**config.mk**
```make
export PLATFORM = sky130hd
export DESIGN_NAME = id_stage_ctrl
export DESIGN_NICKNAME = d
export VERILOG_FILES = /design/src/design/id_pkg.sv /design/src/design/id_stage_ctrl.sv
export SDC_FILE = /design/constraint.sdc
export NUM_CORES = 1
export LEC_CHECK = 0
export BUFFER_PORTS_ARGS = -buffer_cell sky130_fd_sc_hd__buf_4
export CAP_MARGIN = 20
export CORE_MARGIN = 3
export CORE_UTILIZATION = 45
export CTS_CLUSTER_DIAMETER = 50
export DETAILED_ROUTE_END_ITERATION = 12
export GPL_TIMING_DRIVEN = 0
export MAX_ROUTING_LAYER = met4
export PLACE_DENSITY = 0.8
export SYNTH_ARGS = -nofsm -noshare
export SYNTH_HDL_FRONTEND = slang
export SYNTH_SLANG_ARGS = --single-unit
export TNS_END_PERCENT = 30
```
**constraint.sdc**
```tcl
create_clock -name i_clk -period 4.37 [get_ports i_clk]
set_clock_uncertainty 0.2 [all_clocks]
set_input_delay 0.6555 -clock i_clk [delete_from_list [all_inputs] [get_ports i_clk]]
set_output_delay 0.6555 -clock i_clk [all_outputs]
set_load 0.01 [all_outputs]
```
**src/design/id_pkg.sv**
```systemverilog
// decode stage shared definitions
package id_pkg;

  localparam int XLEN        = 64;
  localparam int INST_WD     = 32;
  localparam int GPR_ADDR_WD = 5;

  typedef logic [GPR_ADDR_WD-1:0] gpr_addr_t;
  typedef logic [XLEN-1:0]        xlen_t;
  typedef logic [INST_WD-1:0]     inst_t;

  typedef enum logic [1:0] {
    ALU_ADD    = 2'b00,
    ALU_SUB    = 2'b01,
    ALU_PASS_B = 2'b10  // lui
  } alu_op_t;

  // conditional branches reuse funct3, jumps take the two spare codes
  typedef enum logic [2:0] {
    BR_EQ   = 3'b000,
    BR_NE   = 3'b001,
    BR_JAL  = 3'b010,
    BR_JALR = 3'b011,
    BR_LT   = 3'b100,
    BR_GE   = 3'b101,
    BR_LTU  = 3'b110,
    BR_GEU  = 3'b111
  } br_func_t;

  localparam logic [6:0] OPC_LUI    = 7'b0110111;
  localparam logic [6:0] OPC_JAL    = 7'b1101111;
  localparam logic [6:0] OPC_JALR   = 7'b1100111;
  localparam logic [6:0] OPC_BRANCH = 7'b1100011;
  localparam logic [6:0] OPC_LOAD   = 7'b0000011;
  localparam logic [6:0] OPC_STORE  = 7'b0100011;
  localparam logic [6:0] OPC_OP_IMM = 7'b0010011;
  localparam logic [6:0] OPC_OP     = 7'b0110011;

  localparam logic [2:0] F3_ADD    = 3'b000;  // add, sub, addi, jalr
  localparam logic [2:0] F3_DOUBLE = 3'b011;  // ld, sd
  localparam logic [6:0] F7_ADD    = 7'b0000000;
  localparam logic [6:0] F7_SUB    = 7'b0100000;

  // alu operand 2 select
  localparam logic [1:0] SRC2_RS2  = 2'b00;
  localparam logic [1:0] SRC2_IMM  = 2'b01;
  localparam logic [1:0] SRC2_FOUR = 2'b10;  // link address pc + 4

  localparam inst_t NOP_INST = 32'h0000_0013;  // addi x0, x0, 0

endpackage

```
**src/design/id_stage_ctrl.sv**
```systemverilog
// decode slot control
`timescale 1ns/1ps

module id_stage_ctrl (
  input  logic              i_clk,
  input  logic              i_rst,
  input  logic              i_es_allowin,
  input  logic              i_fs_to_ds_valid,
  input  id_pkg::inst_t     i_fs_inst,
  input  id_pkg::xlen_t     i_fs_pc,
  input  logic              i_br_taken,
  input  logic              i_es_load_sel,
  input  id_pkg::gpr_addr_t i_es_byp_rd,
  input  id_pkg::gpr_addr_t i_rs1,
  input  id_pkg::gpr_addr_t i_rs2,
  output logic              o_ds_allowin,
  output logic              o_ds_to_es_valid,
  output id_pkg::inst_t     o_ds_inst,
  output id_pkg::xlen_t     o_ds_pc
);
  import id_pkg::*;

  logic ds_valid;
  logic load_stall;
  logic ds_ready_go;
  logic ds_accept;

  // load result not ready until it reaches mem
  assign load_stall = i_es_load_sel && (i_es_byp_rd != '0) &&
                      ((i_es_byp_rd == i_rs1) || (i_es_byp_rd == i_rs2));

  assign ds_ready_go      = ~load_stall;
  assign o_ds_allowin     = ~ds_valid || (ds_ready_go && i_es_allowin);
  assign o_ds_to_es_valid = ds_valid && ds_ready_go;
  assign ds_accept        = i_fs_to_ds_valid && o_ds_allowin;

  always_ff @(posedge i_clk) begin
    if (i_rst) begin
      ds_valid  <= 1'b0;
      o_ds_inst <= NOP_INST;
      o_ds_pc   <= '0;
    end else begin
      if (o_ds_allowin) begin
        ds_valid <= i_fs_to_ds_valid;
      end
      if (ds_accept) begin
        // wrong-path fetch becomes a nop at its own pc
        o_ds_inst <= i_br_taken ? NOP_INST : i_fs_inst;
        o_ds_pc   <= i_fs_pc;
      end
    end
  end

endmodule

```
; Word level (Yosys, flattened, before mapping)
; Index checks and enable logic that the tools add are counted.
[totals]
reg_bits = 97
in_bits = 117
out_inout_bits = 98
[classes]
n_eq_ne = 2
mux = 1
bitwise_logic = 2
reduce_logical = 8
[ops]
columns = op, n
row1 = $mux W32, 1
row2 = $eq A5 B5 Y1, 2
row3 = $logic_and A1 B1 Y1, 5
row4 = $reduce_bool A5 Y1, 1
row5 = $logic_or A1 B1 Y1, 2
row6 = $not A1 Y1, 2

; Logic depth before layout (Yosys ltp)
[depth]
word_depth = 7
ltp_mapped = 8
mapped_depth_nobuf = 5

; Worst setup path before layout
; No wires, ideal clock.
[synth_timing]
path_kind = in2out
startpoint = input i_es_byp_rd[1]
endpoint = output o_ds_allowin
arrival_time_ps = 1682
slack_ps = 1832
path_stages = 4
n_path_buf = 0
cell_sequence = or4_1 > o21ai_1 > nor2_1 > o21ai_0
[synth_via]
elab_chain_cells = 6
elab_cells_between_ends = 9
classes_between = eq/ne: 2 / bitwise: 1 / reduce/logical: 6
[synth_lines]
columns = element, line
row1 = from (decl), id_stage_ctrl.sv:13  ; input id_pkg::gpr_addr_t i_es_byp_rd,
row2 = $eq A5 B5 Y1 / $reduce_bool A5 Y1 (equally long branches), "id_stage_ctrl.sv:30, id_stage_ctrl.sv:29"
row3 = $logic_or A1 B1 Y1 / $logic_and A1 B1 Y1 (equally long branches), "id_stage_ctrl.sv:30, id_stage_ctrl.sv:29"
row4 = $logic_and A1 B1 Y1 *, id_stage_ctrl.sv:29  ; assign load_stall = i_es_load_sel && (i_es_byp_rd != '0) &&
row5 = $not A1 Y1 *, id_stage_ctrl.sv:32  ; assign ds_ready_go = ~load_stall;
row6 = $logic_and A1 B1 Y1 *, id_stage_ctrl.sv:33  ; assign o_ds_allowin = ~ds_valid || (ds_ready_go && i_es_allowin);
row7 = $logic_or A1 B1 Y1 *, id_stage_ctrl.sv:33
row8 = to (decl), id_stage_ctrl.sv:16  ; output logic o_ds_allowin,
; Mark *: on every way between the ends. The rest lies on a longest branch, timed or not.

; Final worst setup path
; Ends and elaborated chain as after synthesis.

==> results.cfg <==
[setup_path]
end_kind = output port
path_buf_inv = 2
cp_common_cell = buf_4
cp-start-kind = primary input
crit_required_ns = 3.51
critPathMaxFanout = 3
crit_type = in -> out
cp_top_family = simple AND/OR/NAND/NOR gates
r2r_start = ds_valid
startpoint = i_es_byp_rd[1]
critPathMaxStageDelay_ns = 0.51
cp.arrival_ns = 1.93
crit_slowest_cell = or4_1
path_cells = buf_4 > or4_1 > o21ai_1 > nor2_1 > o21ai_0 > buf_4

[clocking]
ctsResizeCount = 0
cts_buffers = 9
postCtsHoldBufs = 0
h-tree-depth = 3
cts.sinks = 97
root_buffer = clkbuf_8
cts_setup_buffers = 0
insertion_delay_ns = 0.36
cts_tree = built
clock_path_buffers = 2
clk_pin_slew_worst_paths_ns = 0.08

[synth]
syn_nets = 565
synth_cell_types = 18
ys_seq_area_share_pct = 42.5
ys_ff_latch = 97
syn_inst = 448
yosys_warnings = 0
avgSynthCellArea_um2 = 10.2
netlist_area_um2 = 4570

[power_and_ir_drop]
p_seq_share_pct = 47.5
p_leak_nw = 3.03
ir_worst_vdd_v = 0.000197
p_switching_uw = 507
power_density_nw_per_um2 = 311
intPower_mw = 1.53
pwr-share-clk_pct = 32.5
swShare_pct = 24.8
pwr-share-comb_pct = 20.0

[die]
coreArea_um2 = 9820
start_util_pct = 46.6
die_area_um2 = 11400
die_x_um = 107
die_y_um = 107
core.rowCount = 36
ios = 215

[sta]
fin_ws_ns = 1.59
period_minus_slack_ns = 2.78
fin_crit_sh_pct = 63.7
timing.fmax_mhz = 359
fin_setup_tns_ns = 0
final_max_slew_viol_count = 0
hold_viol = 0
setup_viol = 0
worst_slew_pin_slew_ns = 0.594
rsz0062_at_grt = false
relSlewSlack_pct = 60.4

[routing]
vias = 3833
first_iter_violations = 100
ant_nets = 0
wl_per_cell_um = 15.1
first_pass_iters = 4
wl_mm = 12.3
viasPerCell = 4.73
drc = 0

[cells_and_area]
utilization_pct = 66.9
drive_above_1_share_pct = 39.4
fill_cells = 816
mostFrequentLayoutCell = buf_4
antenna_cells = 0
layout.cells.non_filler = 810
syn_to_final_growth_pct = 43.6
fin_nets = 789
mostFrequentLayoutCells = buf_4, nand2b_1, dfxtp_1

[min_path]
hp-start = o_ds_pc[41]
min_path_type = reg -> reg

[global_routing]
grt_use_total_pct = 21.6
grt_max_degree = 16
grt_remaining_overflow = 0
grt_pass1_wl_mm = 19.0
antenna_found_initial = 0
grt_pass1_vias = 3870

[place]
numPortBuffers = 213
hpwl_mm = 9.49
pre_cts_ws_ns = 1.60
place_inst = 794
gp_congestion = 0.798

[status]
status = complete, no violations

[run]
drv_cap = 0
per-layer routing:
layer / vias up / GRT usage [%] / part of all wire [%] / wire length, µm
li1: 1912 / - / - / -
met1: 1760 / 25.6 / 41 / 5030
met2: 138 / 36.2 / 50 / 6180
met3: 23 / 4.33 / 5.9 / 728
met4: 0 / 8.13 / 2.6 / 314
met5: - / - / 0 / 0
worst reg2reg max path, stage by stage (launching register included):
cell and delay, ns:
dfxtp_1 0.37, inv_1 0.07, o311a_1 0.34, buf_4 0.17, buf_12 0.16, buf_12 0.15
mux2i_1 0.12
power by group through the flow:
stage | registers, mW | clock network (mW) | logic, mW
after floorplan | 1.01 | 0 | 0.180
after global placement | 0.986 | 0 | 0.402
after detailed placement | 0.989 | 0 | 0.411
after CTS | 0.969 | 0.678 | 0.413
after global routing | 0.976 | 0.718 | 0.441
final | 0.969 | 0.664 | 0.408
area by class of cell:
type                       count  area, µm²  area share, %
multi-input combinational    314       2390           36.4
sequential                    97       1940           29.6
timing repair buffer         213       1600           24.3
buffer                        35        235           3.58
tap                          133        166           2.53
clock buffer                  12        155           2.36
clock inverter                 4       73.8           1.12
inverter                       2       7.51          0.114
flip-flops by register name, indices dropped and copies added, names as in the netlist:
signal	count
ds_valid	1
o_ds_inst	32
o_ds_pc	64
logic make-up (layout without fill, tap and decap cells):
logic type	after synthesis	count (layout)	share of synthesized area, %
XOR/XNOR	10	10	1.91
AO/OA/AOI/OAI	5	5	0.793
AND/OR/NAND/NOR	203	203	28.5
flip-flops	97	97	42.5
multiplexers	96	96	21.0
buffers and inverters	37	266	5.31
worst paths after layout:
path                                     end  slack [ns]  cells past startpoint
worst min register to register   o_ds_pc[41]        0.27                      2
worst max register to register  o_ds_inst[1]        2.67                      6
worst max-delay path            o_ds_allowin        1.59                      6
worst min-delay path             o_ds_pc[41]        0.27                      2
per-stage QoR:
stage          total power [mW]  hold slack, ns  instance area [µm²]
6_report                   2.04           0.275                 6570
5_1_grt                    2.13           0.287                 6570
4_1_cts                    2.06           0.281                 6570
3_5_place_dp               1.40           0.264                 6340
3_3_place_gp               1.39           0.259                 6340
2_1_floorplan              1.19           0.293                 4570
Yosys cell counts, drive strengths merged:
master	count	share of area, %
o31a	1	0.19
nor2	10	0.82
or4	1	0.16
mux2i	96	21
or3b	28	5.4
buf	11	3.2
nand2b	157	21
xor2	10	1.9
dfxtp	97	42
o311a	1	0.22
a22oi	1	0.16
clkbuf	24	2.0
nor3	5	0.55
nand2	2	0.16
inv	2	0.16
o21ai	2	0.22
(Power assumes the default switching activity.)
