===== src/design/id_pkg.sv =====
// decode stage shared definitions
package id_pkg;

  localparam int XLEN        = 64;
  localparam int INST_WD     = 32;
  localparam int GPR_ADDR_WD = 5;

  typedef logic [GPR_ADDR_WD-1:0] gpr_addr_t;
  typedef logic [XLEN-1:0]        xlen_t;
  typedef logic [INST_WD-1:0]     inst_t;

  typedef enum logic [1:0] {
    ALU_ADD    = 2'b00,
    ALU_SUB    = 2'b01,
    ALU_PASS_B = 2'b10  // lui
  } alu_op_t;

  // conditional branches reuse funct3, jumps take the two spare codes
  typedef enum logic [2:0] {
    BR_EQ   = 3'b000,
    BR_NE   = 3'b001,
    BR_JAL  = 3'b010,
    BR_JALR = 3'b011,
    BR_LT   = 3'b100,
    BR_GE   = 3'b101,
    BR_LTU  = 3'b110,
    BR_GEU  = 3'b111
  } br_func_t;

  localparam logic [6:0] OPC_LUI    = 7'b0110111;
  localparam logic [6:0] OPC_JAL    = 7'b1101111;
  localparam logic [6:0] OPC_JALR   = 7'b1100111;
  localparam logic [6:0] OPC_BRANCH = 7'b1100011;
  localparam logic [6:0] OPC_LOAD   = 7'b0000011;
  localparam logic [6:0] OPC_STORE  = 7'b0100011;
  localparam logic [6:0] OPC_OP_IMM = 7'b0010011;
  localparam logic [6:0] OPC_OP     = 7'b0110011;

  localparam logic [2:0] F3_ADD    = 3'b000;  // add, sub, addi, jalr
  localparam logic [2:0] F3_DOUBLE = 3'b011;  // ld, sd
  localparam logic [6:0] F7_ADD    = 7'b0000000;
  localparam logic [6:0] F7_SUB    = 7'b0100000;

  // alu operand 2 select
  localparam logic [1:0] SRC2_RS2  = 2'b00;
  localparam logic [1:0] SRC2_IMM  = 2'b01;
  localparam logic [1:0] SRC2_FOUR = 2'b10;  // link address pc + 4

  localparam inst_t NOP_INST = 32'h0000_0013;  // addi x0, x0, 0

endpackage


===== src/design/id_branch_unit.sv =====
// branch resolve and redirect
`timescale 1ns/1ps

module id_branch_unit (
  input  logic             i_ds_fire,
  input  logic             i_bren,
  input  id_pkg::br_func_t i_br_func,
  input  id_pkg::xlen_t    i_rs1_data,
  input  id_pkg::xlen_t    i_rs2_data,
  input  id_pkg::xlen_t    i_pc,
  input  id_pkg::xlen_t    i_imm,
  input  id_pkg::xlen_t    i_fs_pc,
  output logic             o_br_sel,
  output logic             o_br_taken,
  output id_pkg::xlen_t    o_br_target
);
  import id_pkg::*;

  logic  cond;
  logic  lt_s;
  logic  lt_u;
  xlen_t jalr_sum;

  assign lt_s     = $signed(i_rs1_data) < $signed(i_rs2_data);
  assign lt_u     = i_rs1_data < i_rs2_data;
  assign jalr_sum = i_rs1_data + i_imm;

  always_comb begin
    case (i_br_func)
      BR_EQ:   cond = (i_rs1_data == i_rs2_data);
      BR_NE:   cond = (i_rs1_data != i_rs2_data);
      BR_LT:   cond = lt_s;
      BR_GE:   cond = ~lt_s;
      BR_LTU:  cond = lt_u;
      BR_GEU:  cond = ~lt_u;
      default: cond = 1'b1;  // jal, jalr always go
    endcase
  end

  assign o_br_target = (i_br_func == BR_JALR) ? {jalr_sum[XLEN-1:1], 1'b0}
                                              : i_pc + i_imm;

  assign o_br_sel   = i_ds_fire && i_bren && cond;
  // fetch already on the target means nothing to flush
  assign o_br_taken = o_br_sel && (o_br_target != i_fs_pc);

endmodule


===== config.mk =====
export PLATFORM = sky130hd
export DESIGN_NAME = id_branch_unit
export DESIGN_NICKNAME = d
export VERILOG_FILES = /design/src/design/id_pkg.sv /design/src/design/id_branch_unit.sv
export SDC_FILE = /design/constraint.sdc
export NUM_CORES = 1
export LEC_CHECK = 0
export BUFFER_PORTS_ARGS = -buffer_cell sky130_fd_sc_hd__buf_2
export CORE_MARGIN = 3
export CORE_UTILIZATION = 35
export DETAILED_ROUTE_END_ITERATION = 7
export GPL_TIMING_DRIVEN = 0
export SLEW_MARGIN = 40
export SYNTH_ARGS = -nofsm -noshare
export SYNTH_HDL_FRONTEND = slang
export SYNTH_SLANG_ARGS = --single-unit

===== constraint.sdc =====
create_clock -name vclk -period 4.6
set_input_delay 0.46 -clock vclk [all_inputs]
set_output_delay 0.46 -clock vclk [all_outputs]
set_load 0.01 [all_outputs]

# Word level (Yosys, flattened, before mapping)
# Cells that the tools add are included.
[totals]
reg_bits = 0
latchBits = 0
ram_bits = 0
rom_bits = 0
in_bits = 325
output_inout_bits = 66
elab_cells = 21
mem_count = 0
[classes]
n_addsub = 2
multipliers = 0
n_div = 0
n_lt_le_gt_ge = 2
n_eq_ne = 9
n_shift = 0
n_mux = 2
n_bitwise = 2
reduce_logical = 4
[ops]
columns = ["cell", "n"]
rows = [
  ["$add A64 B64 Y64", 2],
  ["$lt A64 B64 Y1", 2],
  ["$ne A64 B64 Y1", 2],
  ["$eq A64 B64 Y1", 1],
  ["$mux W64", 1],
  ["$eq A3 B3 Y1 const B", 4],
  ["$pmux W1 S6", 1],
  ["$eq A3 B1 Y1 const B", 1],
  ["$eq A3 B2 Y1 const B", 1],
  ["$logic_and A1 B1 Y1", 3],
  ["$logic_not A3 Y1", 1],
  ["$not A1 Y1", 2],
]

# Depth between registers and ports, before layout
[logic_depth]
depth_word = 5
depth_mapped = 17

# Least setup slack after synthesis
# Ideal clock, no wire load.
[synth_path]
kind = "input to output"
start = "input i_pc[12]"
end = "output o_br_taken"
t_arrival_ns = 4.209
t_required_ns = 4.140
path_slack_ns = -0.069
path_stages = 15
n_path_buf = 1
path_cell_list = "ha_1 > clkbuf_1 > and4_1 > nand3_1 > o2bb2ai_2 > o41a_1 > xor3_1 > o31ai_1 > o211ai_1 > or4_1 > or4_1 > or4b_1 > nand4bb_1 > nor4_1 > nor2b_1"
[synth_via]
elab_chain_cells = 4
[synth_rtl]
columns = ["item", "line_no", "source"]
rows = [
  ["start: declaration", "id_branch_unit.sv:10", "input id_pkg::xlen_t i_pc,"],
  ["$add A64 B64 Y64", "id_branch_unit.sv:41", ": i_pc + i_imm;"],
  ["$mux W64", "id_branch_unit.sv:40", "assign o_br_target = (i_br_func == BR_JALR) ? {jalr_sum[XLEN-1:1], 1'b0}"],
  ["$ne A64 B64 Y1", "id_branch_unit.sv:45", "assign o_br_taken = o_br_sel && (o_br_target != i_fs_pc);"],
  ["$logic_and A1 B1 Y1", "id_branch_unit.sv:45", ""],
  ["end: declaration", "id_branch_unit.sv:14", "output logic o_br_taken,"],
]
# No other way between the ends.

# Worst setup path in the final report
[layout_path]
start = "input i_br_func[2]"
end = "output o_br_taken"
[layout_via]
elab_chain_cells = 4
[layout_rtl]
columns = ["item", "line_no", "source"]
rows = [
  ["start: declaration", "id_branch_unit.sv:7", "input id_pkg::br_func_t i_br_func,"],
  ["$eq A3 B2 Y1 (tied with other cells)", "id_branch_unit.sv:40", ""],
  ["$mux W64 or $pmux W1 S6 (tied branches)", "id_branch_unit.sv:40, id_branch_unit.sv:29", ""],
  ["$ne A64 B64 Y1 or $logic_and A1 B1 Y1 (tied branches)", "id_branch_unit.sv:45, id_branch_unit.sv:43", ""],
  ["$logic_and A1 B1 Y1 *", "id_branch_unit.sv:45", ""],
]
# Every way passes the cells marked *; elsewhere a longest branch is shown, timed or not.

==> run metrics <==
Die Y=201 um; fillcell total=3843; clock buffer count=0; layout cell share with drive strength beyond 1=30.0%; DPL Wire Length=69300 um; Clock Power Share=0%; vias=18700; hold slack=1230 ps; Synth cell types=87; Initial Util=36.0%; IO buf count=390; failing checks=setup timing; worst-margin pin slew=977 ps; sw frac=62.2%; multi-input logic area=0.0139 mm^2; delay of the slowest critical-path stage=490 ps; hold buffers post-CTS=0; Synth Warn #=0; worst relative slew slack=34.4%; Final min period=5410 ps; area added between synthesis and finish=34.4%; Int Power=1190 uW; Cells after Synth=2037; LEAKAGE=0.00814 uW; die area=0.0405 mm^2; total chip power=3140 uW; Seq. cell area=0 um^2; cell taking the most area after synthesis=ha_1; Max Cap Violations=0; top-area cell type share of the netlist area=17.7%; Crit Path Max Fanout=10; Global Route Usage Sum=37.3%; first-pass GRT wire length=115000 um; core area=0.0370 mm^2; drt pass-1 iters=6; count leader, synth=nand2_1; crit path DAT=4950 ps; final wirelength=81300 um; Comb pwr share=100.0%; initial drt markers=1775; Setup violations, final=1; Fmax=0.185 GHz; Seq/Total Area, Yosys=0%; largest net degree at the start of global routing=11; average routed wire per standard cell=27.4 um; RSZ-0062 raised after global routing=true; period utilisation layout=118%; ranking of synthesized cells by area=ha_1 18%, a21oi_1 8.0%, nand2_1 6.3%; GR Overflow Total=0; FFs & Latches=0; initial antenna violation count=6; crit path buf inv count=9; setup ws final=-813 ps; Max Slew Vio Count=0; mapped cell area=0.0133 mm^2; Synth Net Count=2553; Hold Path Class=in2out; final hold vios=0; FP Rows=70; crit end category=output pin; number of global-route vias before repair=17700; CP top delay family=buffers and inverters; Worst path most repeated cell=buf_4; status=complete, but fails checks; most instantiated cells after synthesis=224 x nand2_1, 213 x a21oi_1, 189 x ha_1; Power Dens Cells=175 mW/mm^2; gpl congestion=1.06; routed vias/inst=6.29; sw power=1950 uW; worst vdd ir=105 uV; Sequential Power Share=0%; I/O pins=391; Antenna Nets Post-Route=0; CP Launch Type=input port; slowest library cell on the worst path=nor4b_2; Final nets=2982; crit-path cells=buf_2, and3b_2, buf_4, buf_4, buf_4, buf_4, buf_4, buf_6, buf_6, mux2i_1, xor2_1, nor4b_2, nand4_1, nor4_4, nor2b_1, buf_2; Worst EP required=4140 ps; Die W=201 um; Crit Path Class=in2out; synthesized area per cell=6.54 um^2; # DRC=0
-- power by group through the flow --
stage               logic (uW)  clock network [uW]  registers (uW)
floorplan                 1650                   0               0
global placement          2710                   0               0
detailed placement        2720                   0               0
CTS                       2830                   0               0
global route              3320           0.0000584               0
finish                    3140           0.0000586               0
-- path summary, 6_finish.rpt --
path | to | depth (start not counted) | slack, ps | startpoint
max | o_br_taken | 16 | -810 | i_br_func[2]
min | o_br_target[63] | 3 | 1230 | i_imm[63]
-- what timing repair did --
action	4_1_cts	5_1_grt
setup buffers	18	44
resized for setup	124	233
pin swaps	25	64
hold endpoints to repair	0	0
setup endpoints to repair	52	23
-- metal layers --
metal  part of all wire [%]  GRT usage, %  vias up
met4                    5.6          14.5        6
li1                       -             -     8526
met3                    8.8          6.31      189
met5                  0.059             0        -
met2                     44          60.7     1045
met1                     42          49.1     8901
-- layout make-up --
class / count / share of cell area [%]
timing repair buffer: 454 / 13.6
tap: 504 / 3.52
antenna: 2 / 0.0279
inverter: 107 / 2.24
multi-input combinational: 1833 / 77.7
buffer: 70 / 2.86
-- logic make-up after synthesis --
group                    Yosys count  synth area share, %
multiplexers                      35                 2.68
AO/OA/AOI/OAI                    705                 34.2
buffers and inverters            204                 5.98
XOR/XNOR                         145                 10.9
AND/OR/NAND/NOR                  757                 28.2
adder cells (fa/ha/maj)          191                 18.0
-- placed cells by master, fill, tap and decap left out, types with 11 or more instances in the layout --
master and count:
o21bai_1 13, clkbuf_1 23, o2111ai_1 11, buf_2 392, ha_4 14, a21o_1 57, nand2_1 215, nand3_1 59
a21oi_4 17, mux2i_1 25, nor2_1 144, o21ai_1 20, ha_2 14, xnor2_1 69, inv_1 104, o21ai_0 129
o21ai_2 11, nand2b_1 15, a21oi_2 29, a211oi_1 16, nand4_1 70, a21oi_1 172, and2_1 14, nor2b_1 19
and3_1 15, a211o_1 11, buf_6 17, o211ai_1 19, or3_1 17, a31oi_1 18, o21a_1 28, buf_4 72
xor2_1 57, or2_2 13, and4_1 13, ha_1 161, nor3_1 60
-- stage by stage --
| step | setup WS, ps | util, % | std cells | TNS [ps] | area, um^2 |
|---|---|---|---|---|---|
| 3_5_place_dp | -2870 | 43.4 | 2932 | -89210 | 16100 |
| 3_3_place_gp | -4200 | 43.3 | 2931 | -140440 | 16000 |
| 2_1_floorplan | 4.59 | - | 2037 | 0 | 13400 |
| 4_1_cts | -987 | 45.0 | 2947 | -987 | 16700 |
| 6_report | -813 | 48.3 | 2970 | -813 | 17900 |
| 5_1_grt | -843 | 48.3 | 2970 | -843 | 17900 |
Power figures use the tool's default switching activity.
