File: config.mk
export PLATFORM = sky130hd
export DESIGN_NAME = id_operand_fetch
export DESIGN_NICKNAME = d
export VERILOG_FILES = /design/src/design/id_pkg.sv /design/src/design/id_gpr_file.sv /design/src/design/id_operand_fetch.sv
export SDC_FILE = /design/constraint.sdc
export NUM_CORES = 2
export LEC_CHECK = 0
export BUFFER_PORTS_ARGS = -buffer_cell sky130_fd_sc_hd__buf_2
export CORE_MARGIN = 1.5
export CORE_UTILIZATION = 30
export DETAILED_ROUTE_END_ITERATION = 10
export GPL_TIMING_DRIVEN = 0
export HOLD_SLACK_MARGIN = 0.15
export SLEW_MARGIN = 20
export SYNTH_ARGS = -nofsm -noshare
export SYNTH_HDL_FRONTEND = slang
export SYNTH_HIERARCHICAL = 1
export SYNTH_SLANG_ARGS = --single-unit
File: constraint.sdc
create_clock -name i_clk -period 4.7 [get_ports i_clk]
set_input_delay 0.705 -clock i_clk [delete_from_list [all_inputs] [get_ports i_clk]]
set_output_delay 0.705 -clock i_clk [all_outputs]
set_load 0.05 [all_outputs]
File: src/design/id_pkg.sv
// decode stage shared definitions
package id_pkg;

  localparam int XLEN        = 64;
  localparam int INST_WD     = 32;
  localparam int GPR_ADDR_WD = 5;

  typedef logic [GPR_ADDR_WD-1:0] gpr_addr_t;
  typedef logic [XLEN-1:0]        xlen_t;
  typedef logic [INST_WD-1:0]     inst_t;

  typedef enum logic [1:0] {
    ALU_ADD    = 2'b00,
    ALU_SUB    = 2'b01,
    ALU_PASS_B = 2'b10  // lui
  } alu_op_t;

  // conditional branches reuse funct3, jumps take the two spare codes
  typedef enum logic [2:0] {
    BR_EQ   = 3'b000,
    BR_NE   = 3'b001,
    BR_JAL  = 3'b010,
    BR_JALR = 3'b011,
    BR_LT   = 3'b100,
    BR_GE   = 3'b101,
    BR_LTU  = 3'b110,
    BR_GEU  = 3'b111
  } br_func_t;

  localparam logic [6:0] OPC_LUI    = 7'b0110111;
  localparam logic [6:0] OPC_JAL    = 7'b1101111;
  localparam logic [6:0] OPC_JALR   = 7'b1100111;
  localparam logic [6:0] OPC_BRANCH = 7'b1100011;
  localparam logic [6:0] OPC_LOAD   = 7'b0000011;
  localparam logic [6:0] OPC_STORE  = 7'b0100011;
  localparam logic [6:0] OPC_OP_IMM = 7'b0010011;
  localparam logic [6:0] OPC_OP     = 7'b0110011;

  localparam logic [2:0] F3_ADD    = 3'b000;  // add, sub, addi, jalr
  localparam logic [2:0] F3_DOUBLE = 3'b011;  // ld, sd
  localparam logic [6:0] F7_ADD    = 7'b0000000;
  localparam logic [6:0] F7_SUB    = 7'b0100000;

  // alu operand 2 select
  localparam logic [1:0] SRC2_RS2  = 2'b00;
  localparam logic [1:0] SRC2_IMM  = 2'b01;
  localparam logic [1:0] SRC2_FOUR = 2'b10;  // link address pc + 4

  localparam inst_t NOP_INST = 32'h0000_0013;  // addi x0, x0, 0

endpackage

File: src/design/id_gpr_file.sv
// general register file
`timescale 1ns/1ps

module id_gpr_file (
  input  logic              i_clk,
  input  id_pkg::gpr_addr_t i_raddr1,
  output id_pkg::xlen_t     o_rdata1,
  input  id_pkg::gpr_addr_t i_raddr2,
  output id_pkg::xlen_t     o_rdata2,
  input  logic              i_wen,
  input  id_pkg::gpr_addr_t i_waddr,
  input  id_pkg::xlen_t     i_wdata
);
  import id_pkg::*;

  xlen_t regs [2**GPR_ADDR_WD];

  always_ff @(posedge i_clk) begin
    if (i_wen && i_waddr != '0) begin  // x0 stays unwritten
      regs[i_waddr] <= i_wdata;
    end
  end

  assign o_rdata1 = (i_raddr1 == '0) ? '0 : regs[i_raddr1];
  assign o_rdata2 = (i_raddr2 == '0) ? '0 : regs[i_raddr2];

endmodule

File: src/design/id_operand_fetch.sv
// register read and forwarding
`timescale 1ns/1ps

module id_operand_fetch (
  input  logic              i_clk,
  input  id_pkg::gpr_addr_t i_rs1,
  input  id_pkg::gpr_addr_t i_rs2,
  input  logic              i_ws_gpr_wen,
  input  id_pkg::gpr_addr_t i_ws_gpr_waddr,
  input  id_pkg::xlen_t     i_ws_gpr_wdata,
  input  id_pkg::gpr_addr_t i_es_byp_rd,
  input  id_pkg::xlen_t     i_es_byp_result,
  input  id_pkg::gpr_addr_t i_ms_byp_rd,
  input  id_pkg::xlen_t     i_ms_byp_result,
  input  id_pkg::gpr_addr_t i_ws_byp_rd,
  input  id_pkg::xlen_t     i_ws_byp_result,
  output id_pkg::xlen_t     o_rs1_data,
  output id_pkg::xlen_t     o_rs2_data
);
  import id_pkg::*;

  xlen_t rf_rdata1;
  xlen_t rf_rdata2;

  // nearest producer wins
  function automatic xlen_t fwd_pick(input gpr_addr_t idx, input xlen_t rf_val);
    if (i_es_byp_rd != '0 && i_es_byp_rd == idx) begin
      return i_es_byp_result;
    end else if (i_ms_byp_rd != '0 && i_ms_byp_rd == idx) begin
      return i_ms_byp_result;
    end else if (i_ws_byp_rd != '0 && i_ws_byp_rd == idx) begin
      return i_ws_byp_result;
    end
    return rf_val;
  endfunction

  always_comb begin
    o_rs1_data = fwd_pick(i_rs1, rf_rdata1);
    o_rs2_data = fwd_pick(i_rs2, rf_rdata2);
  end

  id_gpr_file u_gpr_file (
    .i_clk    (i_clk),
    .i_raddr1 (i_rs1),
    .o_rdata1 (rf_rdata1),
    .i_raddr2 (i_rs2),
    .o_rdata2 (rf_rdata2),
    .i_wen    (i_ws_gpr_wen),
    .i_waddr  (i_ws_gpr_waddr),
    .i_wdata  (i_ws_gpr_wdata)
  );

endmodule

# Yosys cells after proc, flatten, opt, wreduce, memory -nomap -nowiden
# Memories as Yosys holds them, arrays and structs flattened.
# Index checks and enable logic that the tools add are counted.
[word_totals]
reg_bits = 0
ramBits = 2048
in_bits = 288
elab_cells = 38
memories = 1
[classes]
eq_ne = 6
n_mux = 18
n_reduce_logical = 13
[mem_list]
columns = ["memory", "words", "word_bits", "read_ports", "rd_clocked_by_memory_dff", "write_ports", "line", "source"]
rows = [
  ["u_gpr_file.regs", 32, 64, 2, 0, 1, "id_gpr_file.sv:16", "xlen_t regs [2**GPR_ADDR_WD];"],
]
[ops]
columns = ["operator", "n"]
rows = [
  ["64-bit two-way mux", 10],
  ["5-bit == test", 6],
  ["5-bit nonzero test", 4],
  ["5-bit zero test", 2],
  ["1-bit two-way mux", 8],
  ["1-bit logical AND", 7],
]

# Longest topological paths before layout
[logic_depth]
depth_word = 6
ltp_mapped = 12
depth_no_buf = 7

# Cells and area by module
# Netlist, hierarchy kept.
[modules_own_cells]
columns = ["mod", "instances", "cells_per_inst", "area_per_inst_um2"]
rows = [
  ["id_gpr_file", 1, 4565, 93960.1],
  ["id_operand_fetch", 1, 789, 4772.1],
]

# Worst setup path before layout
# Ideal clock, no wire load.
[synth_timing]
path_type = "input -> register"
start = "input i_ws_gpr_waddr[1]"
end = "memory u_gpr_file/regs[12][0] (netlist bit), enable pin"
setup_ps = 486
arrival_ps = 4026
setup_slack_ps = 187
path_stages = 3
path_buffers = 1
path_cell_list = "or3b_2 clkbuf_1 nor2_1"
[synth_between]
elab_chain_cells = 4
[synth_lines]
columns = ["item", "line", "source"]
rows = [
  ["start: declaration", "id_operand_fetch.sv:9", "input id_pkg::gpr_addr_t i_ws_gpr_waddr,"],
  ["5-bit nonzero test", "id_gpr_file.sv:19", "if (i_wen && i_waddr != '0) begin"],
  ["1-bit logical AND", "id_gpr_file.sv:19", ""],
  ["1-bit two-way mux", "id_gpr_file.sv:19", ""],
  ["1-bit two-way mux (implied by the code)", "id_gpr_file.sv:20", "regs[i_waddr] <= i_wdata;"],
  ["end: declaration", "id_gpr_file.sv:16", ""],
]
# Parallel ways exist; a longest one is shown, timed or not.

# Worst setup path after layout
[layout_timing]
start = "input i_rs2[4]"
end = "output o_rs2_data[2]"
[layout_between]
word_cells_on_any_way = 15
classes_between = "eq/ne: 3; mux: 7; reduce/logical: 4; memory: 1"
[layout_lines]
columns = ["item", "line", "source"]
rows = [
  ["start: declaration", "id_operand_fetch.sv:7", "input id_pkg::gpr_addr_t i_rs2,"],
  ["memory 32 x 64 bit or 5-bit zero test (tied branches)", "-", ""],
  ["64-bit two-way mux *", "id_gpr_file.sv:25", "assign o_rdata2 = (i_raddr2 == '0) ? '0 : regs[i_raddr2];"],
  ["via rf_rdata2[2]", "id_operand_fetch.sv:23", "xlen_t rf_rdata2;"],
  ["64-bit two-way mux *", "id_operand_fetch.sv:34", "return rf_val;"],
  ["end: declaration", "id_operand_fetch.sv:18", "output id_pkg::xlen_t o_rs2_data"],
]
# The timed path passes the listed nets; every way through them passes the cells marked *.

==> flow_summary_export.csv <==
group,metric,value,unit
setup_path,path_depth,8,
synthesis,avgSynthCellArea,18.44,sq um
synthesis,synth_top_area_cell,"edfxtp_1",
drt,vias_per_cell,6.376,
drt,drt-initial-drc-count,12457,
placed_design,dp_cells,10387,
drt,first_pass_iters,6,
synthesis,synth_top_family_by_area,"multiplexers",
drt,wl,451000,um
min_path,hp-start,"i_ws_gpr_wdata[46]",
synthesis,yosys.area.top_type_share,62.29,%
sta,fin_crit_sh,106.3,%
synthesis,synth_commonest_cells,"edfxtp_1, mux4_2, mux2i_1",
floorplanning,fp.coreArea,0.3274,sq mm
sta,finalMaxSlewViolations,0,
cts,cts_tree,"done",
synthesis,synth_flop_cell,"edfxtp_1",
status,status,"complete, but fails checks",
setup_path,critPathTopFamily,"buffers and inverters",
setup_path,worstPathArrival,4.29,ns
grt,grt_pass1_vias,66230,
synthesis,synth_xor_area_share,0.2661,%
synthesis,synth_edf_count,2048,
finish,final_cells,10814,
setup_path,path_cells,"buf_2 > inv_1 > clkbuf_1 > nor2_1 > a221o_1 > a211oi_1 > o21ai_0 > buf_2",
grt,grtUsageMet3,11.11,%
sta,setup_tns,-3.203,ns
synthesis,ys_seq_area_share,62.29,%
setup_path,critical_path_class,"in -> out",
power_and_ir_drop,p_per_area,359.8,mW/mm^2
finish,layout-drive-gt1-share,40.12,%
min_path,hold_end,"u_gpr_file/regs[25][46]",
setup_path,worst_setup_path_start_kind,"input pin",
sta,hold_viol,0,
sta,maxSlewHeadroom,16.27,%
cts,ctsHoldBuffers,0,
synthesis,ys_async_sr_fraction,0,%
cts,cts-root-buf,"clkbuf_16",
power_and_ir_drop,worst_ir_drop_vdd,0.0003093,V
cts,cts_sinks,2048,
grt,grt_antenna_before_repair,80,
synthesis,netlist_instances,5354,
sta,final.setup.worst_slack,-0.2953,ns
power_and_ir_drop,p_leak,39.33,nW
placed_design,portBuffers,415,
floorplanning,dieWidth,576.7,um
placed_design,post-place-ws,-1.990,ns
synthesis,yosysWarningCount,6,
setup_path,required,3.99,ns
synthesis,synth-simple-area-share,2.565,%
synthesis,synthMuxAreaShare,25.56,%
sta,fmax,200.2,MHz
sta,tightest_slew,1.256,ns
synthesis,synth_area,0.09873,sq mm
grt,grt_use_met2,38.39,%
drt,wire_per_inst,41.70,um
setup_path,path_max_fanout,10,
finish,largest_register_ffs,2048,
synthesis,synth_compound_area_share,6.923,%
cts,h-tree-depth,4,
setup_path,slowest_stage,"nor2_1",
grt,overflow,0,
finish,top_register,"u_gpr_file/regs",
power_and_ir_drop,design_power_total,43.15,mW
grt,grt_pass1_wl,587000,um
grt,top_usage_layer,"met2",
cts,clockBufferDepth,3,
grt,grt_max_degree,33,
synthesis,synth_fa_ha_area_share,0,%
setup_path,critPathCaptureType,"output port",
grt,grt_usage,26.41,%
floorplanning,die-area,0.3326,sq mm
setup_path,cp.buffers_inverters,4,
setup_path,crit_top_cell,"buf_2",
placed_design,place_congestion,0.9425,
drt,drcViolationCount,0,
sta,rsz0062_at_grt,"true",
cts,clk_pin_slew,0.06,ns
drt,ant_nets,0,
finish,nets,6549,
min_path,holdPathStages,1,
floorplanning,die_height,576.7,um
sta,setup_violations,48,
finish,utilization,36.64,%
synthesis,ys_types,58,
placed_design,dpl.hpwl,317000,um
drt,vias,68949,
setup_path,critPathMaxStageDelay,1.11,ns
min_path,min_path_type,"in -> reg",
cts,cts_buffers,215,
finish,top_regs,"u_gpr_file/regs (2048)",
synthesis,synth.most_common_cell,"edfxtp_1",
floorplanning,row_count,210,
synthesis,synth.ff_latch_count,2048,
status,violations,"negative setup slack",
synthesis,ys_top_cells_by_area,"edfxtp_1, mux4_2, mux2i_1",
floorplanning,initial_utilization,30.16,%
job,timing.max_cap.violations,0,
sta,min_period,4.995,ns
floorplanning,pin_count,416,
finish,syn_to_final_growth,21.50,%
grt,gr-usage-met1,32.70,%
-- metrics by stage --
step,hold slack (ns),area (sq um)
floorplan,0.8039,98970
global placement,1.189,106500
detailed placement,1.208,111400
CTS,0.2820,119700
global route,0.3339,119900
finish,0.3370,120000
-- how the worst max path moves through the flow --
stage / from / endpoint / slack, ns
final: i_rs2[4] / o_rs2_data[2] / -0.30
after global routing: i_rs2[2] / o_rs2_data[32] / -0.03
after CTS: i_rs2[0] / o_rs2_data[62] / -0.003
after detailed placement: i_rs1[2] / o_rs1_data[23] / -1.99
after global placement: i_ws_gpr_waddr[1] / u_gpr_file/regs[24][62] / -5.76
after floorplan: i_ws_gpr_waddr[1] / u_gpr_file/regs[12][0] / 0.19
-- report_power, final --
group,leakage [nW],switching [mW],internal [mW],total [mW]
Combinational,17.6,4.20,2.09,6.29
Sequential,18.5,0.110,20.4,20.5
Clock,3.20,7.41,8.97,16.4
Total,39.3,11.7,31.4,43.2
-- cells in the final DEF, fill, tap and decap left out, types with 94 or more instances in the layout --
cell type / count
clkbuf_16: 215
o21ai_0: 139
nand2_1: 199
o21ai_1: 122
and3_1: 122
buf_6: 94
buf_2: 468
edfxtp_1: 2048
buf_4: 99
mux2i_1: 284
mux4_2: 920
mux2_2: 149
a211oi_1: 125
clkbuf_1: 113
buf_12: 120
-- metal layers --
layer / vias to the layer above / share of wire (%) / wire (um)
met4: 58 / 6.6 / 29540
met3: 1390 / 16 / 70160
met2: 6327 / 43 / 193000
met5: - / 0.082 / 369
li1: 24954 / - / -
met1: 36220 / 35 / 157900
-- layout make-up --
cell class,count,area (sq um)
fill,30199,207400
tap,4346,5438
timing repair buffer,630,6645
sequential,2048,61500
antenna,38,95.09
multi-input combinational,2897,35970
buffer,466,3677
clock buffer,270,5587
inverter,3,11.26
clock inverter,116,1035
-- logic make-up after synthesis --
kind of cell	count (synthesis)
other	1
muxes	1353
AOI/OAI and AO/OA	943
and+or+nand+nor	507
DFF	2048
xor gates and xnor gates	30
buffers and inverters	472
-- what timing repair did --
item                                    CTS  global route
pin swaps                                13             4
setup buffers                             5             0
gates resized for setup                 551            80
endpoints found under the setup margin  128            85
(Power assumes the default switching activity.)
