--- src/design/id_pkg.sv ---
// decode stage shared definitions
package id_pkg;

  localparam int XLEN        = 64;
  localparam int INST_WD     = 32;
  localparam int GPR_ADDR_WD = 5;

  typedef logic [GPR_ADDR_WD-1:0] gpr_addr_t;
  typedef logic [XLEN-1:0]        xlen_t;
  typedef logic [INST_WD-1:0]     inst_t;

  typedef enum logic [1:0] {
    ALU_ADD    = 2'b00,
    ALU_SUB    = 2'b01,
    ALU_PASS_B = 2'b10  // lui
  } alu_op_t;

  // conditional branches reuse funct3, jumps take the two spare codes
  typedef enum logic [2:0] {
    BR_EQ   = 3'b000,
    BR_NE   = 3'b001,
    BR_JAL  = 3'b010,
    BR_JALR = 3'b011,
    BR_LT   = 3'b100,
    BR_GE   = 3'b101,
    BR_LTU  = 3'b110,
    BR_GEU  = 3'b111
  } br_func_t;

  localparam logic [6:0] OPC_LUI    = 7'b0110111;
  localparam logic [6:0] OPC_JAL    = 7'b1101111;
  localparam logic [6:0] OPC_JALR   = 7'b1100111;
  localparam logic [6:0] OPC_BRANCH = 7'b1100011;
  localparam logic [6:0] OPC_LOAD   = 7'b0000011;
  localparam logic [6:0] OPC_STORE  = 7'b0100011;
  localparam logic [6:0] OPC_OP_IMM = 7'b0010011;
  localparam logic [6:0] OPC_OP     = 7'b0110011;

  localparam logic [2:0] F3_ADD    = 3'b000;  // add, sub, addi, jalr
  localparam logic [2:0] F3_DOUBLE = 3'b011;  // ld, sd
  localparam logic [6:0] F7_ADD    = 7'b0000000;
  localparam logic [6:0] F7_SUB    = 7'b0100000;

  // alu operand 2 select
  localparam logic [1:0] SRC2_RS2  = 2'b00;
  localparam logic [1:0] SRC2_IMM  = 2'b01;
  localparam logic [1:0] SRC2_FOUR = 2'b10;  // link address pc + 4

  localparam inst_t NOP_INST = 32'h0000_0013;  // addi x0, x0, 0

endpackage

--- src/design/id_decoder.sv ---
// rv64i subset decoder
`timescale 1ns/1ps

module id_decoder (
  input  id_pkg::inst_t     i_inst,
  output id_pkg::gpr_addr_t o_rs1,
  output id_pkg::gpr_addr_t o_rs2,
  output id_pkg::gpr_addr_t o_rd,
  output id_pkg::xlen_t     o_imm,
  output logic              o_bren,
  output id_pkg::br_func_t  o_br_func,
  output id_pkg::alu_op_t   o_alu_op,
  output logic              o_alu_src1_sel,
  output logic [1:0]        o_alu_src2_sel,
  output logic              o_gpr_wen,
  output logic              o_mem_ren,
  output logic              o_mem_wen,
  output logic              o_load_sel,
  output logic              o_invalid
);
  import id_pkg::*;

  logic [6:0] opcode;
  logic [2:0] funct3;
  logic [6:0] funct7;
  xlen_t      imm_i;
  xlen_t      imm_s;
  xlen_t      imm_b;
  xlen_t      imm_u;
  xlen_t      imm_j;
  logic       use_rs1;
  logic       use_rs2;

  assign opcode = i_inst[6:0];
  assign funct3 = i_inst[14:12];
  assign funct7 = i_inst[31:25];

  assign imm_i = {{(XLEN-12){i_inst[31]}}, i_inst[31:20]};
  assign imm_s = {{(XLEN-12){i_inst[31]}}, i_inst[31:25], i_inst[11:7]};
  assign imm_b = {{(XLEN-13){i_inst[31]}}, i_inst[31], i_inst[7],
                  i_inst[30:25], i_inst[11:8], 1'b0};
  assign imm_u = {{(XLEN-32){i_inst[31]}}, i_inst[31:12], 12'b0};
  assign imm_j = {{(XLEN-21){i_inst[31]}}, i_inst[31], i_inst[19:12],
                  i_inst[20], i_inst[30:21], 1'b0};

  // unused source fields read x0 so they never stall or forward
  assign o_rs1 = use_rs1 ? i_inst[19:15] : '0;
  assign o_rs2 = use_rs2 ? i_inst[24:20] : '0;
  assign o_rd  = o_gpr_wen ? i_inst[11:7] : '0;

  always_comb begin
    use_rs1        = 1'b0;
    use_rs2        = 1'b0;
    o_imm          = '0;
    o_bren         = 1'b0;
    o_br_func      = BR_EQ;
    o_alu_op       = ALU_ADD;
    o_alu_src1_sel = 1'b0;
    o_alu_src2_sel = SRC2_RS2;
    o_gpr_wen      = 1'b0;
    o_mem_ren      = 1'b0;
    o_mem_wen      = 1'b0;
    o_load_sel     = 1'b0;
    o_invalid      = 1'b0;
    case (opcode)
      OPC_LUI: begin
        o_imm          = imm_u;
        o_alu_op       = ALU_PASS_B;
        o_alu_src2_sel = SRC2_IMM;
        o_gpr_wen      = 1'b1;
      end
      OPC_JAL: begin
        o_imm          = imm_j;
        o_bren         = 1'b1;
        o_br_func      = BR_JAL;
        o_alu_src1_sel = 1'b1;   // rd = pc + 4
        o_alu_src2_sel = SRC2_FOUR;
        o_gpr_wen      = 1'b1;
      end
      OPC_JALR: begin
        if (funct3 == F3_ADD) begin
          use_rs1        = 1'b1;
          o_imm          = imm_i;
          o_bren         = 1'b1;
          o_br_func      = BR_JALR;
          o_alu_src1_sel = 1'b1;
          o_alu_src2_sel = SRC2_FOUR;
          o_gpr_wen      = 1'b1;
        end else begin
          o_invalid = 1'b1;
        end
      end
      OPC_BRANCH: begin
        if (funct3 == 3'b010 || funct3 == 3'b011) begin
          o_invalid = 1'b1;  // those slots are the jump codes
        end else begin
          use_rs1   = 1'b1;
          use_rs2   = 1'b1;
          o_imm     = imm_b;
          o_bren    = 1'b1;
          o_br_func = br_func_t'(funct3);
        end
      end
      OPC_LOAD: begin
        if (funct3 == F3_DOUBLE) begin
          use_rs1        = 1'b1;
          o_imm          = imm_i;
          o_alu_src2_sel = SRC2_IMM;
          o_gpr_wen      = 1'b1;
          o_mem_ren      = 1'b1;
          o_load_sel     = 1'b1;
        end else begin
          o_invalid = 1'b1;
        end
      end
      OPC_STORE: begin
        if (funct3 == F3_DOUBLE) begin
          use_rs1        = 1'b1;
          use_rs2        = 1'b1;
          o_imm          = imm_s;
          o_alu_src2_sel = SRC2_IMM;
          o_mem_wen      = 1'b1;
        end else begin
          o_invalid = 1'b1;
        end
      end
      OPC_OP_IMM: begin
        if (funct3 == F3_ADD) begin
          use_rs1        = 1'b1;
          o_imm          = imm_i;
          o_alu_src2_sel = SRC2_IMM;
          o_gpr_wen      = 1'b1;
        end else begin
          o_invalid = 1'b1;
        end
      end
      OPC_OP: begin
        if (funct3 == F3_ADD && (funct7 == F7_ADD || funct7 == F7_SUB)) begin
          use_rs1   = 1'b1;
          use_rs2   = 1'b1;
          o_alu_op  = (funct7 == F7_SUB) ? ALU_SUB : ALU_ADD;
          o_gpr_wen = 1'b1;
        end else begin
          o_invalid = 1'b1;
        end
      end
      default: o_invalid = 1'b1;
    endcase
    if (i_inst[11:7] == '0) begin
      o_gpr_wen = 1'b0;  // x0 target writes nothing
    end
  end

endmodule

--- config.mk ---
export PLATFORM = sky130hd
export DESIGN_NAME = id_decoder
export DESIGN_NICKNAME = d
export VERILOG_FILES = /design/src/design/id_pkg.sv /design/src/design/id_decoder.sv
export SDC_FILE = /design/constraint.sdc
export NUM_CORES = 1
export LEC_CHECK = 0
export ABC_AREA = 1
export BUFFER_PORTS_ARGS = -buffer_cell sky130_fd_sc_hd__buf_2
export CORE_MARGIN = 1
export CORE_UTILIZATION = 42
export DETAILED_ROUTE_END_ITERATION = 16
export MAX_ROUTING_LAYER = met4
export PLACE_DENSITY = 0.95
export SYNTH_ARGS = -nofsm -noshare
export SYNTH_HDL_FRONTEND = slang
export SYNTH_SLANG_ARGS = --single-unit
--- constraint.sdc ---
create_clock -name vclk -period 2.2
set_clock_uncertainty 0.05 [all_clocks]
set_input_delay 0.11 -clock vclk [all_inputs]
set_output_delay 0.11 -clock vclk [all_outputs]
set_load 0.02 [all_outputs]
==> Word-level counts from Yosys, hierarchy flattened <==
Cells that the tools add are included.
{ "op_classes": {"n_addsub": 0, "multipliers": 0, "div": 0, "n_lt_le_gt_ge": 0, "eq_ne": 11, "n_shift": 0, "n_mux": 35, "n_bitwise": 0, "reduce_logical": 9} }
{ "op_table": {"columns": ["op", "n"], "rows": [
  ["$pmux W64 S6", 1],
  ["$mux W64", 4],
  ["$eq A7 B6 Y1 const B", 4],
  ["$eq A7 B7 Y1 const B", 3],
  ["$mux W1", 15],
  ["$mux W5", 3],
  ["$pmux W2 S5", 1],
  ["$pmux W3 S3", 1],
  ["$pmux W1 S4", 2],
  ["$eq A7 B2 Y1 const B", 1],
  ["$eq A7 B5 Y1 const B", 1],
  ["$logic_not A7 Y1", 1],
  ["$eq A3 B2 Y1 const B", 2],
  ["$pmux W1 S3", 2],
  ["$reduce_or A2 Y1", 3],
  ["$logic_not A5 Y1", 1],
  ["$pmux W1 S5", 1],
  ["$mux W2", 2],
  ["$pmux W2 S2", 1],
  ["$logic_not A3 Y1", 1],
  ["$mux W3", 1],
  ["$logic_or A1 B1 Y1", 2],
  ["$pmux W1 S2", 1],
  ["$logic_and A1 B1 Y1", 1]
]} }
{ "word_totals": {"regBits": 0, "latchBits": 0, "mem_bits_rw": 0, "mem_bits_ro": 0, "output_inout_bits": 93, "word_cells": 55, "memories": 0} }

==> Depth between registers and ports, before layout <==
Gate-level depths: netlist (run 1).
{ "depth": {"depth_word": 7, "ltp_mapped": 11, "mapped_depth_nobuf": 9} }

==> Worst setup path after synthesis (run 1) <==
Ideal clock, no wire load.
{ "synth_timing": {"kind": "input to output", "from": "in i_inst[1]", "to": "out o_imm[32]", "arrival_time_ns": 2.106, "slack_ns": -0.066, "path_stages": 10, "n_path_buf": 2, "path_cell_list": "nand2_1 inv_1 nand2_2 nor2_4 nand3_1 nand2_1 inv_2 buf_6 nand4_1 buf_4"} }
{ "synth_between": {"elab_chain_cells": 3, "word_cells_on_any_way": 9} }
{ "synth_rtl": {"columns": ["element", "line_no", "source"], "rows": [
  ["from (decl)", "id_decoder.sv:5", "input id_pkg::inst_t i_inst,"],
  ["$eq A7 B5 Y1 / $eq A7 B7 Y1 (equally long branches)", "id_decoder.sv:65", "case (opcode)"],
  ["$reduce_or A2 Y1 (no source line)", null, null],
  ["$pmux W64 S6 (*)", "id_decoder.sv:65", null],
  ["to (decl)", "id_decoder.sv:9", "output id_pkg::xlen_t o_imm,"]
]} }
Mark *: on every way between the ends. The rest lies on a longest branch, timed or not.

==> Final worst setup path (run 1) <==
{ "layout_timing": {"from": "in i_inst[3]", "to": "out o_imm[31]"} }
The elaborated chain is that of the path after synthesis.

==> results of run 1 <==
==> cell families (layout without fill, tap and decap cells) <==
group                  count (synthesis)  in the layout  share of synthesized area, %
AND/OR/NAND/NOR                      200            200                         63.36
buffers and inverters                 95            182                         32.55
AO/OA/AOI/OAI                         12             12                         4.088
==> metal layers <==
metal	track usage, %	share of wire [%]	vias to the layer above	wire, microns
met2	42.02	48	131	2365
met1	30.62	40	954	1983
met4	5.682	2.1	0	104
met3	1.812	9.3	10	457
li1	-	-	1120	-
met5	-	0	-	0
==> critical path: cells and delay by family <==
kind	cells	cell delay, ns
buffers and inverters	4	0.70
and+or+nand+nor	6	0.84
==> power by group through the flow <==
stage / combinational (mW) / clock (mW) / sequential (mW)
6_report: 0.168 / 0 / 0
2_1_floorplan: 0.0953 / 0 / 0
3_5_place_dp: 0.165 / 0 / 0
5_1_grt: 0.184 / 0 / 0
3_3_place_gp: 0.162 / 0 / 0
4_1_cts: 0.166 / 0 / 0
==> final timing paths <==
check | cells after the start | slack, ns | to
worst max-delay path | 10 | 0.37 | o_imm[31]
worst min-delay path | 4 | 0.50 | o_rs1[0]
==> synthesized netlist by cell type (4+ instances only) <==
| cell type | instances |
|---|---|
| nand2_1 | 84 |
| nand2_4 | 7 |
| inv_1 | 45 |
| nor2_1 | 31 |
| buf_2 | 4 |
| o21ai_0 | 7 |
| inv_2 | 7 |
| nand4_1 | 29 |
| nor2_4 | 5 |
| nand3_1 | 30 |
| buf_4 | 35 |
| nand2_2 | 6 |
==> metrics by stage <==
stage / util, % / total power [mW] / area (sq um) / worst slack [ns] / cells
final: 58.04 / 0.1676 / 2013 / 0.3727 / 440
after global routing: 58.04 / 0.1841 / 2013 / 0.2127 / 440
after CTS: 58.04 / 0.1659 / 2013 / 0.3596 / 440
after detailed placement: 58.04 / 0.1654 / 2013 / 0.3615 / 440
after global placement: 58.04 / 0.1615 / 2013 / 0.4451 / 440
after floorplan: - / 0.09533 / 1617 / 0.0003149 / 307
==> cell type report <==
cell class,instances,area share (%)
multi-input cells,212,54.13
inverters,53,10.44
repair buffers,129,32.57
well taps,46,2.859
==> results.cfg, run 1 <==
[sta]
finalCriticalPeriod_ns = 1.827
setup_viol = 0
hold_violations = 0
worstMarginPinSlew_ns = 0.3639
slew_headroom_pct = 75.65
fin_crit_sh_pct = 83.06
clock.fmax_mhz = 547.2
rsz0062_at_grt = false
holdWs_ns = 0.4971
fin_setup_tns_ns = 0
final_max_slew_viol_count = 0

[placement]
gp_congestion = 0.9747
io_buffer_count = 125
dp_hpwl_microns = 4060

[cells_and_area]
layout.nets = 428
multi_input_comb_area_sq_mm = 0.001090
nFillCells = 356
area_growth_pct = 26.49
n_sequential_cell = 0
regArea_sq_um = 0
n_clock_buffer = 0
layout_commonest_cell = buf_2
antenna_cells = 0
mostFrequentLayoutCells = buf_2 (125), nand2_1 (83), inv_1 (43)
drive_gt1_share_pct = 41.88

[pwr]
power.leakage_nw = 1.479
p_switching_uw = 114.8
comb_power_share_pct = 100.0
power_density_mw_per_mm2 = 83.27
clkPwrFrac_pct = 0
vdd_drop_max_mv = 0.08083
netSwitchingFraction_pct = 68.48
internal_power_uw = 52.84
power_frac_seq_pct = 0

[critical_path]
path_cells = buf_2 > nor2_1 > nand2_4 > nor2_4 > nand3_1 > nand2_1 > inv_2 > nand4_1 > buf_4 > buf_2
slowest_stage = buf_4
required_ns = 2.04
worst-path-max-fanout = 33
end_kind = output port
start_kind = primary input
max_stage_delay_ns = 0.24
worst-setup-path-type = primary input to output port
cp_common_cell = buf_2
cp.arrival_ns = 1.67
worstSetupStartpoint = i_inst[3]

[global_routing]
grt_usage_pct = 24.40
grt_pass1_vias = 1811
overflow = 0
grt_antenna_before_repair = 0
grt_max_degree = 34
grt_pass1_wl_microns = 8128

[detailed_routing]
drt-initial-drc-count = 124
wl_microns = 4910
ant_nets = 0
firstDrtPassIters = 4
drc = 0
vias = 2215
post_drt_wl_per_cell_microns = 11.16
via_per_inst = 5.034

[clock_network]
cts_resized = 0
cts_hold_buf = 0
postCtsSetupRepairBufs = 0

[die]
die_area_sq_mm = 0.004039
die-width_microns = 63.56
core-area_sq_mm = 0.003468
die_h_microns = 63.56
initial_core_util_pct = 45.89
rows = 21
io_pins = 125

[logic_synthesis]
synth_nets = 339
synth_top_area_share_pct = 19.81
netlist_area_sq_mm = 0.001592
synth.distinct_cells = 22
synthTopCellsByArea = nand2_1 (20%), buf_4 (17%), nand4_1 (11%), inv_1 (11%), nand3_1 (9.4%)
synth_warnings = 0
avgSynthCellArea_sq_um = 5.184
synth_top_area_cell = nand2_1
synth.yosys.seq_area_share_pct = 0
synth_cells = 307

[run_status]
outcome = complete, no violations

[min_path]
min-delay-start = i_inst[15]
worstHoldPathType = primary input to output port

[run]
max_cap_violations = 0
(Power assumes the default switching activity.)
==> inputs of run 2 (changes only) <==
- CORE_UTILIZATION: 42 -> 38
- PLACE_DENSITY: 0.95 -> 0.91
- clock period: 2.2 -> 1.5 ns (I/O delays scaled with it)
==> run 2 against run 1 <==
Effect of this change: hold slack worse by 0.072 ns; non-clock buffer count up 24; combinational power up 63%; routed wire length up 4.6%.
==> results.cfg, run 2 (same netlist as run 1, synthesis figures left out) <==
[run_status]
outcome = complete, no violations

[sta]
finalCriticalPeriod_ns = 1.486
worstMarginPinSlew_ns = 0.3142
setup_viol = 0
fin_setup_tns_ns = 0
rsz0062_at_grt = true
slew_headroom_pct = 78.98
fin_crit_sh_pct = 99.05
clock.fmax_mhz = 673.1
holdWs_ns = 0.4248
hold_violations = 0
final_max_slew_viol_count = 0

[critical_path]
start_kind = primary input
critical_path_buf_inv_count = 5
worst-path-max-fanout = 5
cp.arrival_ns = 1.36
worst-setup-path-type = primary input to output port
required_ns = 1.37
worstSetupStartpoint = i_inst[4]
timing.critical_path.max_delay_family = buffers and inverters
max_stage_delay_ns = 0.16
slowest_stage = buf_4
path_cells = buf_2 > inv_2 > nand3_4 > inv_4 > nand2_4 > buf_4 > nand2_4 > a21oi_1 > nand2_1 > nand2_1 > nor2_1 > buf_4
end_kind = output port

[cells_and_area]
layout_commonest_cell = buf_2
drive_gt1_share_pct = 46.41
area_growth_pct = 43.55
n_sequential_cell = 0
mostFrequentLayoutCells = buf_2 (110), nand2_1 (82), inv_1 (43)
n_clock_buffer = 0
layout.nets = 452
regArea_sq_um = 0
final_cells = 468
nFillCells = 398
antenna_cells = 0

[detailed_routing]
ant_nets = 0
vias = 2265
wl_microns = 5134
drt-initial-drc-count = 71
firstDrtPassIters = 4
drc = 0
via_per_inst = 4.840
post_drt_wl_per_cell_microns = 10.97

[global_routing]
grt_pass1_vias = 1728
grt_pass1_wl_microns = 7665
grt_max_degree = 34
overflow = 0
grt_usage_pct = 22.06
grt_antenna_before_repair = 0

[die]
die_h_microns = 66.72
die-width_microns = 66.72
rows = 23
core-area_sq_mm = 0.004000
die_area_sq_mm = 0.004451
io_pins = 125
initial_core_util_pct = 39.79

[pwr]
vdd_drop_max_mv = 0.1039
p_switching_uw = 176.7
power.leakage_nw = 1.600
power_density_mw_per_mm2 = 119.3
clkPwrFrac_pct = 0
power_frac_seq_pct = 0
comb_power_share_pct = 100.0
internal_power_uw = 95.98
netSwitchingFraction_pct = 64.80

[min_path]
worstHoldPathType = primary input to output port
min-delay-start = i_inst[17]

[placement]
dp_hpwl_microns = 4241
placed_cells = 468
io_buffer_count = 125
gp_congestion = 0.9501

[clock_network]
cts_hold_buf = 0
postCtsSetupRepairBufs = 0

[run]
max_cap_violations = 0
run 2: cell types whose count changed in the layout (fill, tap and decap cells not counted):
cell and change:
buf_12 +1, nand2_1 -1, buf_4 +37, nor2_2 +2
buf_2 -15, inv_2 -1, buf_6 +1, nor2_4 +2
inv_12 +1, inv_4 +1, nand2_2 +1, nor2_1 -4
inv_6 -1
run 2: final cells by class:
cell class	instances	area (sq um)	share of cell area, %
multi-input combinational	212	1112	48.69
timing repair buffer	153	889.6	38.94
inverter	53	220.2	9.639
tap	50	62.56	2.738
run 2: metrics by stage:
stage | setup slack (ns) | area, sq um | util [%] | power (mW)
global route | -0.1143 | 2285 | 57.12 | 0.2969
finish | 0.01426 | 2285 | 57.12 | 0.2727
CTS | 0.02187 | 2221 | 55.52 | 0.2632
floorplan | -0.6209 | 1627 | - | 0.1409
detailed placement | -0.004607 | 2218 | 55.46 | 0.2618
global placement | -0.007129 | 2218 | 55.46 | 0.2584
run 2: final timing paths:
| path | depth (start not counted) | to | slack [ns] |
|---|---|---|---|
| setup / recovery | 12 | o_rd[3] | 0.01 |
| hold / removal | 4 | o_rs1[2] | 0.42 |
run 2: repair_timing:
item                                    in CTS  in global routing
pin swaps                                    0                  1
endpoints found under the setup margin       2                 77
endpoints found under the hold margin        0                  0
resized for setup                            1                 23
run 2: layer usage:
metal,up-vias,GRT usage (%),share of wire [%]
met5,-,-,0
met4,0,0.5319,0
met3,0,0.5137,6.9
met2,94,39.39,50
met1,1006,29.06,43
li1,1165,-,-
run 2: power by group through the flow:
stage                     registers, mW  clock network [mW]  logic [mW]
after floorplan                       0                   0       0.141
after global placement                0                   0       0.258
after detailed placement              0                   0       0.262
after CTS                             0                   0       0.263
after global routing                  0                   0       0.297
final                                 0                   0       0.273
